`config.mk`:
```
export PLATFORM = sky130hd
export DESIGN_NAME = tcu_dot_top
export DESIGN_NICKNAME = d
export VERILOG_FILES = /design/src/common/tcu_pkg.sv /design/src/common/tcu_lane_if.sv /design/src/mul_exp/tcu_half_mul.sv /design/src/mul_exp/tcu_max_exp.sv /design/src/mul_exp/tcu_mul_exp.sv /design/src/source/tcu_term_fifo.sv /design/src/accumulate/tcu_align_acc.sv /design/src/source/tcu_dot_top.sv
export VERILOG_INCLUDE_DIRS = /design/src /design/src/common
export SDC_FILE = /design/constraint.sdc
export NUM_CORES = 2
export LEC_CHECK = 0
export ABC_AREA = 1
export BUFFER_PORTS_ARGS = -buffer_cell sky130_fd_sc_hd__buf_2
export CAP_MARGIN = 10
export CORE_MARGIN = 2
export CORE_UTILIZATION = 35
export DETAILED_ROUTE_END_ITERATION = 10
export HOLD_SLACK_MARGIN = 0.02
export PLACE_DENSITY = 0.52
export SYNTH_ARGS = -nofsm -noshare
export SYNTH_HDL_FRONTEND = slang
export SYNTH_SLANG_ARGS = --single-unit
export TNS_END_PERCENT = 5
```
`constraint.sdc`:
```
create_clock -name clk -period 12.6 [get_ports clk]
set_input_delay 1.26 -clock clk [delete_from_list [all_inputs] [get_ports clk]]
set_output_delay 1.26 -clock clk [all_outputs]
set_load 0.01 [all_outputs]
```
`src/common/tcu_macros.svh`:
```
// Size constants of the dot-product lane, included by the interface and RTL blocks
`ifndef TCU_MACROS_SVH
`define TCU_MACROS_SVH

// Terms per request, four products plus C
`define TCU_TERMS 5

// Term sets held between producer and consumer
`define TCU_FIFO_DEPTH 4

// Signed accumulator width
`define TCU_ACC_BITS 32

`endif

```
`src/common/tcu_pkg.sv`:
```
// Shared types for the dot-product lane, imported by every RTL block
`default_nettype none

package tcu_pkg;

    // Operand format code, bit 3 set for integer formats
    typedef enum logic [3:0] {
        FMT_FP16 = 4'd1,
        FMT_BF16 = 4'd2,
        FMT_INT8 = 4'd9
    } tcu_fmt_e;

    // Biased exponent, bias 127
    typedef logic [7:0] tcu_exp_t;

    // Raw term: sign plus 24-bit magnitude, or a signed integer for INT8
    typedef logic [24:0] tcu_sig_t;

    // One 16-bit operand element
    typedef logic [15:0] tcu_elem_t;

    // C value or result word
    typedef logic [31:0] tcu_word_t;

endpackage : tcu_pkg

`default_nettype wire

```
`src/common/tcu_lane_if.sv`:
```
// One aligned set of terms passed between the producer, the FIFO and the consumer
`timescale 1ns/1ps
`default_nettype none

`include "tcu_macros.svh"

interface tcu_lane_if;
    import tcu_pkg::*;

    logic                         valid;
    tcu_fmt_e                     fmt;
    tcu_exp_t                     max_exp;
    tcu_exp_t [`TCU_TERMS-1:0]    shift_amounts;
    tcu_sig_t [`TCU_TERMS-1:0]    raw_sigs;
    // Removes the head set, driven by the receiving side
    logic                         pop;

    modport source (
        output valid, fmt, max_exp, shift_amounts, raw_sigs,
        input  pop
    );

    modport sink (
        input  valid, fmt, max_exp, shift_amounts, raw_sigs,
        output pop
    );

endinterface : tcu_lane_if

`default_nettype wire

```
`src/mul_exp/tcu_half_mul.sv`:
```
// 16-bit floating multiplier for one lane, instantiated per format by the producer
`timescale 1ns/1ps
`default_nettype none

module tcu_half_mul #(
    parameter int EXP_BITS = 5
) (
    input  wire  tcu_pkg::tcu_elem_t a,
    input  wire  tcu_pkg::tcu_elem_t b,
    output logic                     sign_y,
    output tcu_pkg::tcu_exp_t        raw_exp_y,
    output logic [23:0]              raw_sig_y
);

    localparam int FRAC_BITS = 15 - EXP_BITS;
    localparam int SIG_BITS  = FRAC_BITS + 1;
    localparam int PROD_BITS = 2 * SIG_BITS;
    localparam int BIAS      = (1 << (EXP_BITS - 1)) - 1;
    // Moves the product's top bit up to bit 23
    localparam int ALIGN     = 24 - PROD_BITS;

    logic [EXP_BITS-1:0]  exp_a;
    logic [EXP_BITS-1:0]  exp_b;
    logic [SIG_BITS-1:0]  sig_a;
    logic [SIG_BITS-1:0]  sig_b;
    logic [PROD_BITS-1:0] prod;
    logic [9:0]           exp_sum;
    logic                 is_zero;

    assign exp_a = a[14 -: EXP_BITS];
    assign exp_b = b[14 -: EXP_BITS];

    // Hidden one restored
    assign sig_a = {1'b1, a[FRAC_BITS-1:0]};
    assign sig_b = {1'b1, b[FRAC_BITS-1:0]};

    // Zero exponent field flushes the operand to zero
    assign is_zero = (exp_a == '0) || (exp_b == '0);

    assign prod = sig_a * sig_b;

    // Rebias to 127, one extra since bit 23 carries the product's 2^1 weight
    assign exp_sum = 10'(exp_a) + 10'(exp_b) - 10'(2 * BIAS) + 10'd128;

    assign sign_y    = a[15] ^ b[15];
    assign raw_exp_y = is_zero ? 8'd0 : exp_sum[7:0];
    assign raw_sig_y = is_zero ? 24'd0 : (24'(prod) << ALIGN);

endmodule : tcu_half_mul

`default_nettype wire

```
`src/mul_exp/tcu_max_exp.sv`:
```
// Largest term exponent and per-term alignment distances, used by the producer
`timescale 1ns/1ps
`default_nettype none

`include "tcu_macros.svh"

module tcu_max_exp (
    input  wire  tcu_pkg::tcu_exp_t [`TCU_TERMS-1:0] exponents,
    output tcu_pkg::tcu_exp_t                        max_exp,
    output tcu_pkg::tcu_exp_t [`TCU_TERMS-1:0]       shift_amounts
);

    // Running maximum over all terms
    always_comb begin
        max_exp = exponents[0];
        for (int i = 1; i < `TCU_TERMS; i++) begin
            if (exponents[i] > max_exp) begin
                max_exp = exponents[i];
            end
        end
    end

    // Never negative since max_exp is the largest
    for (genvar i = 0; i < `TCU_TERMS; i++) begin : g_shift
        assign shift_amounts[i] = max_exp - exponents[i];
    end

endmodule : tcu_max_exp

`default_nettype wire

```
`src/mul_exp/tcu_mul_exp.sv`:
```
// Producer stage: per-format lane products, C term, exponent alignment, registered set
`timescale 1ns/1ps
`default_nettype none

`include "tcu_macros.svh"

module tcu_mul_exp (
    input  wire clk,
    input  wire reset,
    input  wire in_valid,
    input  wire tcu_pkg::tcu_fmt_e                    fmt,
    input  wire tcu_pkg::tcu_elem_t [`TCU_TERMS-2:0]  a_rows,
    input  wire tcu_pkg::tcu_elem_t [`TCU_TERMS-2:0]  b_cols,
    input  wire tcu_pkg::tcu_word_t                   c_val,
    tcu_lane_if.source                                out
);
    import tcu_pkg::*;

    logic [`TCU_TERMS-2:0]        sign_fp16;
    tcu_exp_t [`TCU_TERMS-2:0]    exp_fp16;
    logic [`TCU_TERMS-2:0][23:0]  sig_fp16;
    logic [`TCU_TERMS-2:0]        sign_bf16;
    tcu_exp_t [`TCU_TERMS-2:0]    exp_bf16;
    logic [`TCU_TERMS-2:0][23:0]  sig_bf16;
    logic [`TCU_TERMS-2:0][16:0]  prod_int8;
    tcu_exp_t [`TCU_TERMS-1:0]    term_exp;
    tcu_sig_t [`TCU_TERMS-1:0]    term_sig;
    tcu_exp_t                     max_exp;
    tcu_exp_t [`TCU_TERMS-1:0]    shift_amounts;
    logic                         c_nonzero;

    for (genvar i = 0; i < `TCU_TERMS - 1; i++) begin : g_lane
        logic signed [15:0] prod_hi;
        logic signed [15:0] prod_lo;

        tcu_half_mul #(.EXP_BITS(5)) fp16_mul (
            .a         (a_rows[i]),
            .b         (b_cols[i]),
            .sign_y    (sign_fp16[i]),
            .raw_exp_y (exp_fp16[i]),
            .raw_sig_y (sig_fp16[i])
        );

        tcu_half_mul #(.EXP_BITS(8)) bf16_mul (
            .a         (a_rows[i]),
            .b         (b_cols[i]),
            .sign_y    (sign_bf16[i]),
            .raw_exp_y (exp_bf16[i]),
            .raw_sig_y (sig_bf16[i])
        );

        // Two signed byte products summed into 17 bits
        assign prod_hi = $signed(a_rows[i][15:8]) * $signed(b_cols[i][15:8]);
        assign prod_lo = $signed(a_rows[i][7:0]) * $signed(b_cols[i][7:0]);
        assign prod_int8[i] = {prod_hi[15], prod_hi} + {prod_lo[15], prod_lo};

        always_comb begin
            case (fmt)
                FMT_FP16: begin
                    term_exp[i] = exp_fp16[i];
                    term_sig[i] = {sign_fp16[i], sig_fp16[i]};
                end
                FMT_BF16: begin
                    term_exp[i] = exp_bf16[i];
                    term_sig[i] = {sign_bf16[i], sig_bf16[i]};
                end
                FMT_INT8: begin
                    term_exp[i] = 8'd0;
                    term_sig[i] = {{8{prod_int8[i][16]}}, prod_int8[i]};
                end
                default: begin
                    term_exp[i] = 8'd0;
                    term_sig[i] = '0;
                end
            endcase
        end
    end

    // C is the last term, already FP32 so no rebias
    assign c_nonzero = (c_val[30:23] != 8'd0);
    assign term_exp[`TCU_TERMS-1] = fmt[3] ? 8'd0 : c_val[30:23];
    assign term_sig[`TCU_TERMS-1] = fmt[3] ? c_val[24:0]
                                  : {c_val[31], c_nonzero, c_nonzero ? c_val[22:0] : 23'd0};

    tcu_max_exp find_max (
        .exponents     (term_exp),
        .max_exp       (max_exp),
        .shift_amounts (shift_amounts)
    );

    always_ff @(posedge clk) begin
        if (reset) begin
            out.valid <= 1'b0;
        end else begin
            out.valid <= in_valid;
        end
    end

    always_ff @(posedge clk) begin
        if (in_valid) begin
            out.fmt           <= fmt;
            out.max_exp       <= max_exp;
            out.shift_amounts <= shift_amounts;
            out.raw_sigs      <= term_sig;
        end
    end

endmodule : tcu_mul_exp

`default_nettype wire

```
`src/source/tcu_term_fifo.sv`:
```
// Circular buffer of aligned term sets between the producer and the consumer
`timescale 1ns/1ps
`default_nettype none

`include "tcu_macros.svh"

module tcu_term_fifo (
    input  wire        clk,
    input  wire        reset,
    tcu_lane_if.sink   wr,
    tcu_lane_if.source rd,
    output logic       full
);
    import tcu_pkg::*;

    localparam int PTR_BITS = $clog2(`TCU_FIFO_DEPTH);
    localparam int CNT_BITS = $clog2(`TCU_FIFO_DEPTH + 1);

    tcu_fmt_e                  fmt_mem     [`TCU_FIFO_DEPTH];
    tcu_exp_t                  max_exp_mem [`TCU_FIFO_DEPTH];
    tcu_exp_t [`TCU_TERMS-1:0] shift_mem   [`TCU_FIFO_DEPTH];
    tcu_sig_t [`TCU_TERMS-1:0] sig_mem     [`TCU_FIFO_DEPTH];
    logic [PTR_BITS-1:0]       wr_ptr;
    logic [PTR_BITS-1:0]       rd_ptr;
    logic [CNT_BITS-1:0]       count;
    logic                      do_write;
    logic                      do_read;

    // Write side never pops
    assign wr.pop = 1'b0;

    assign full     = (count == CNT_BITS'(`TCU_FIFO_DEPTH));
    assign do_write = wr.valid && !full;
    assign do_read  = rd.pop && (count != '0);

    always_ff @(posedge clk) begin
        if (reset) begin
            wr_ptr <= '0;
            rd_ptr <= '0;
            count  <= '0;
        end else begin
            if (do_write) begin
                wr_ptr <= wr_ptr + 1'b1;
            end
            if (do_read) begin
                rd_ptr <= rd_ptr + 1'b1;
            end
            // Simultaneous write and read keeps the count
            case ({do_write, do_read})
                2'b10:   count <= count + 1'b1;
                2'b01:   count <= count - 1'b1;
                default: count <= count;
            endcase
        end
    end

    always_ff @(posedge clk) begin
        if (do_write) begin
            fmt_mem[wr_ptr]     <= wr.fmt;
            max_exp_mem[wr_ptr] <= wr.max_exp;
            shift_mem[wr_ptr]   <= wr.shift_amounts;
            sig_mem[wr_ptr]     <= wr.raw_sigs;
        end
    end

    // Head entry shown while not empty
    assign rd.valid         = (count != '0);
    assign rd.fmt           = fmt_mem[rd_ptr];
    assign rd.max_exp       = max_exp_mem[rd_ptr];
    assign rd.shift_amounts = shift_mem[rd_ptr];
    assign rd.raw_sigs      = sig_mem[rd_ptr];

endmodule : tcu_term_fifo

`default_nettype wire

```
`src/accumulate/tcu_align_acc.sv`:
```
// Consumer: serial align-and-accumulate of one term set, then normalization to FP32
`timescale 1ns/1ps
`default_nettype none

`include "tcu_macros.svh"

module tcu_align_acc (
    input  wire                clk,
    input  wire                reset,
    tcu_lane_if.sink           in,
    output logic               result_valid,
    output tcu_pkg::tcu_word_t result
);
    import tcu_pkg::*;

    localparam int ACC      = `TCU_ACC_BITS;
    localparam int IDX_BITS = $clog2(`TCU_TERMS);
    localparam int POS_BITS = $clog2(`TCU_ACC_BITS);

    typedef enum logic [1:0] {
        IDLE,
        ACCUM,
        NORM
    } state_e;

    state_e                    state;
    logic [IDX_BITS-1:0]       term_idx;
    tcu_fmt_e                  fmt_q;
    tcu_exp_t                  max_exp_q;
    tcu_exp_t [`TCU_TERMS-1:0] shift_q;
    tcu_sig_t [`TCU_TERMS-1:0] sig_q;
    logic signed [ACC-1:0]     acc;
    tcu_sig_t                  cur_sig;
    tcu_exp_t                  cur_shift;
    logic signed [ACC-1:0]     cur_mag;
    logic signed [ACC-1:0]     signed_term;
    logic signed [ACC-1:0]     term_val;
    logic [ACC-1:0]            mag;
    logic [POS_BITS-1:0]       lead_pos;
    logic [ACC-1:0]            mag_top;
    tcu_word_t                 norm_word;

    // Take the head set as soon as we are free
    assign in.pop = (state == IDLE) && in.valid;

    // Current term, signed and aligned to max_exp
    always_comb begin
        cur_sig     = sig_q[term_idx];
        cur_shift   = shift_q[term_idx];
        cur_mag     = $signed({{(ACC - 24){1'b0}}, cur_sig[23:0]});
        signed_term = cur_sig[24] ? -cur_mag : cur_mag;
        if (fmt_q[3]) begin
            term_val = {{(ACC - 25){cur_sig[24]}}, cur_sig};
        end else if (cur_shift >= ACC) begin
            // Shifted out completely
            term_val = '0;
        end else begin
            term_val = signed_term >>> cur_shift;
        end
    end

    // Leading one search and FP32 packing
    always_comb begin
        mag      = acc[ACC-1] ? -acc : acc;
        lead_pos = '0;
        for (int i = 0; i < ACC; i++) begin
            if (mag[i]) begin
                lead_pos = POS_BITS'(i);
            end
        end
        // Leading one moved to the top bit, mantissa follows below it
        mag_top = mag << (POS_BITS'(ACC - 1) - lead_pos);
        if (fmt_q[3]) begin
            norm_word = tcu_word_t'(acc);
        end else if (mag == '0) begin
            norm_word = '0;
        end else begin
            norm_word = {acc[ACC-1], max_exp_q + 8'(lead_pos) - 8'd23, mag_top[ACC-2 -: 23]};
        end
    end

    always_ff @(posedge clk) begin
        if (reset) begin
            state        <= IDLE;
            term_idx     <= '0;
            result_valid <= 1'b0;
        end else begin
            result_valid <= 1'b0;
            case (state)
                IDLE: begin
                    if (in.valid) begin
                        state    <= ACCUM;
                        term_idx <= '0;
                    end
                end
                ACCUM: begin
                    term_idx <= term_idx + 1'b1;
                    if (term_idx == IDX_BITS'(`TCU_TERMS - 1)) begin
                        state <= NORM;
                    end
                end
                NORM: begin
                    result_valid <= 1'b1;
                    state        <= IDLE;
                end
                default: state <= IDLE;
            endcase
        end
    end

    always_ff @(posedge clk) begin
        if (in.pop) begin
            fmt_q     <= in.fmt;
            max_exp_q <= in.max_exp;
            shift_q   <= in.shift_amounts;
            sig_q     <= in.raw_sigs;
            acc       <= '0;
        end else if (state == ACCUM) begin
            acc <= acc + term_val;
        end
        // Held until the next set finishes
        if (state == NORM) begin
            result <= norm_word;
        end
    end

endmodule : tcu_align_acc

`default_nettype wire

```
`src/source/tcu_dot_top.sv`:
```
// Top level of the dot-product lane: producer, term FIFO and accumulator
`timescale 1ns/1ps
`default_nettype none

`include "tcu_macros.svh"

module tcu_dot_top (
    input  wire                                      clk,
    input  wire                                      reset,
    input  wire                                      in_valid,
    input  wire tcu_pkg::tcu_fmt_e                   fmt,
    input  wire tcu_pkg::tcu_elem_t [`TCU_TERMS-2:0] a_rows,
    input  wire tcu_pkg::tcu_elem_t [`TCU_TERMS-2:0] b_cols,
    input  wire tcu_pkg::tcu_word_t                  c_val,
    output logic                                     busy,
    output logic                                     result_valid,
    output tcu_pkg::tcu_word_t                       result
);

    // Producer to FIFO, and FIFO head to consumer
    tcu_lane_if prod_if ();
    tcu_lane_if cons_if ();

    tcu_mul_exp mul_exp0 (
        .clk      (clk),
        .reset    (reset),
        .in_valid (in_valid),
        .fmt      (fmt),
        .a_rows   (a_rows),
        .b_cols   (b_cols),
        .c_val    (c_val),
        .out      (prod_if.source)
    );

    // Full FIFO is reported as busy
    tcu_term_fifo fifo0 (
        .clk   (clk),
        .reset (reset),
        .wr    (prod_if.sink),
        .rd    (cons_if.source),
        .full  (busy)
    );

    tcu_align_acc align_acc0 (
        .clk          (clk),
        .reset        (reset),
        .in           (cons_if.sink),
        .result_valid (result_valid),
        .result       (result)
    );

endmodule : tcu_dot_top

`default_nettype wire

```
==> impl_metrics.toml <==
[final_layout]
fillerInstances = 26700
fin_nets = 11800
layout_common_cells = "inv_1, nand2_1, edfxtp_1"
synthToLayoutAreaGrowth_pct = 9.08
final_common_cell = "inv_1"
multi_input_area_mm2 = 0.0508
regArea_mm2 = 0.0332
drive_gt1_share_pct = 6.19
final_area_mm2 = 0.102

[drt]
wl_um = 278000
dr.pass1.iters = 7
route.met2.wl_um = 132000
detail-route-antenna-nets = 0
vias = 67000
top_layer = "met5"
vias_per_cell = 4.93
wl_met3_um = 14200
drc = 0
met1_length_um = 126000
wl_per_cell_um = 20.5
drt_iter0_drc = 5378

[cts]
clkSinkCount = 1122
postCtsResizedCells = 0
numCtsBuffers = 118
clock_latency_ns = 0.77
htree_levels = 3
cts_hold_buffers = 0
clkTransAtPathRegs_ns = 0.06
cts_buffer_depth = 3
post_cts_buffers = 0
cts_tree = "built"
cts_root_buf = "clkbuf_16"

[outcome]
outcome = "completed"

[yosys]
yosysSeqAreaShare_pct = 35.4
synth_edf_count = 1076
synth-async-reset-ratio_pct = 0
synth.top_cells.by_area = "edfxtp_1, fa_1, ha_1"
syn_inst = 9913
yosys_warnings = 0
synth.distinct_cells = 68
synth_largest_area_cell = "edfxtp_1"
synth_top_cell_area_share_pct = 34.4
postSynthRegisterBits = 1122
syn_nets = 11800
avgSynthCellArea_um2 = 9.47
synthFlopType = "edfxtp_1"
syn_area_mm2 = 0.0939

[place]
place_area_mm2 = 0.0984
place_ws_ns = 0.690
io_buffers = 200
post-dp-hpwl_um = 214000
globalplace.congestion = 0.906

[critical_path]
cp_slowest_cell = "o21ai_1"
slowest_delay_ns = 0.67
critPathArrivalTime_ns = 11.35
critical_path.top_delay_family = "compound AO/OA/AOI/OAI gates"
criticalPathCategory = "input pin to flop"
cp.required_ns = 13.10
cp-start-kind = "input pin"
cp_common_cell = "nand2_1"
cp_max_fo = 16
crit_path_end_kind = "flop"
crit_buf_inv = 8

[job]
drv_cap = 0

[floorplan]
dieArea_mm2 = 0.272
start_util_pct = 35.1
io-pin-count = 201
core_mm2 = 0.267
die_y_um = 522
dieWidth_um = 522
rows = 190

[pwr]
leakage_nw = 47.7
ir_drop_v = 0.000213
powerDensity_mw_per_mm2 = 277

[global_routing]
antenna_found_initial = 26
grt_pass1_vias = 69100
grt_max_degree = 181
track_usage_pct = 20.5
grt_pass1_wl_um = 427000
overflow = 0

[sta]
worst_pin_slew_ns = 1.30
setup_ws_ns = 1.76
slew_viol_final = 0
hold_viol_final = 0
final.period_utilization_pct = 86.1
clock.fmax_mhz = 92.2
fin_crit_ns = 10.84
fin_skew_ns = 0.0689
rsz0062_at_grt = "false"
setup-tns-final_ns = 0
slew_headroom_pct = 12.9
setup_viol = 0

[worst_hold_path]
hp-class = "flop to flop"
==> synth_stat cells, types with 22 or more instances <==
master	n
dfxtp_1	46
xnor2_1	72
nand4_1	22
o21ai_1	53
edfxtp_1	1076
a21oi_1	303
nand3_1	346
or2_2	46
xor2_1	118
nor2_1	818
a31oi_1	43
ha_1	717
clkbuf_1	289
nor3_1	28
inv_1	2171
o221ai_1	35
fa_1	1004
buf_2	56
o21ai_0	647
o22ai_1	221
nand2_1	1494
o211ai_1	37
==> path summary, 6_finish.rpt <==
| check | startpoint | endpoint | slack, ns | cells past startpoint |
|---|---|---|---|---|
| max reg2reg | align_acc0.term_idx[0] | align_acc0.acc[31] | 3.12 | 55 |
| min reg2reg | mul_exp0.out.shift_amounts[14] | fifo0.shift_mem[1][14] | 0.49 | 0 |
| max | fmt[3] | mul_exp0.out.shift_amounts[31] | 1.76 | 54 |
| min | mul_exp0.out.shift_amounts[14] | fifo0.shift_mem[1][14] | 0.49 | 0 |
==> layer usage <==
metal / GRT usage, % / up-vias
li1: - / 31600
met1: 28.5 / 33300
met2: 34.4 / 1785
met3: 2.03 / 318
met4: 4.81 / 10
met5: 0 / -
==> report_power, final <==
part / internal, W / switching, W
clock network: 0.00199 / 0.00151
logic: 0.00646 / 0.0123
registers: 0.00551 / 0.000576
total: 0.0140 / 0.0144
==> through the flow <==
stage	util (%)	hold slack (ns)	cells	power, W
4_1_cts	38.3	0.485	13600	0.0285
2_1_floorplan	-	0.445	9913	0.0191
5_1_grt	38.3	0.502	13600	0.0313
3_3_place_gp	36.8	0.468	13400	0.0247
3_5_place_dp	36.8	0.477	13400	0.0249
6_report	38.3	0.487	13600	0.0284
==> flip-flops by register name, summed over array words and instances, names as in the netlist, 3 cells and up <==
register	cells
align_acc0.shift_q	40
fifo0.count	3
fifo0.max_exp_mem	32
mul_exp0.out.raw_sigs	125
align_acc0.result	32
align_acc0.term_idx	3
align_acc0.max_exp_q	8
mul_exp0.out.shift_amounts	40
fifo0.fmt_mem	4
align_acc0.acc	32
fifo0.shift_mem	160
align_acc0.sig_q	125
fifo0.sig_mem	500
mul_exp0.out.max_exp	8
==> final cells by class <==
cell class,count,share of cell area (%)
diodes,4,0.00978
well taps,3552,4.34
inverters,2200,8.09
multi-input cells,6206,49.6
clock inverters,71,0.769
repair buffers,280,1.63
clock buffers,151,3.07
flip-flops and latches,1122,32.5
==> logic make-up after synthesis <==
group | count (synthesis) | share of synthesized area [%]
AND/OR/NAND/NOR | 2833 | 12.4
buffers and inverters | 2585 | 10.6
adder cells (fa/ha/maj) | 1721 | 31.0
AO/OA/AOI/OAI | 1455 | 8.77
flip-flops | 1122 | 35.4
XOR/XNOR | 192 | 1.81
multiplexers | 5 | 0.0533
Power figures use the tool's default switching activity.
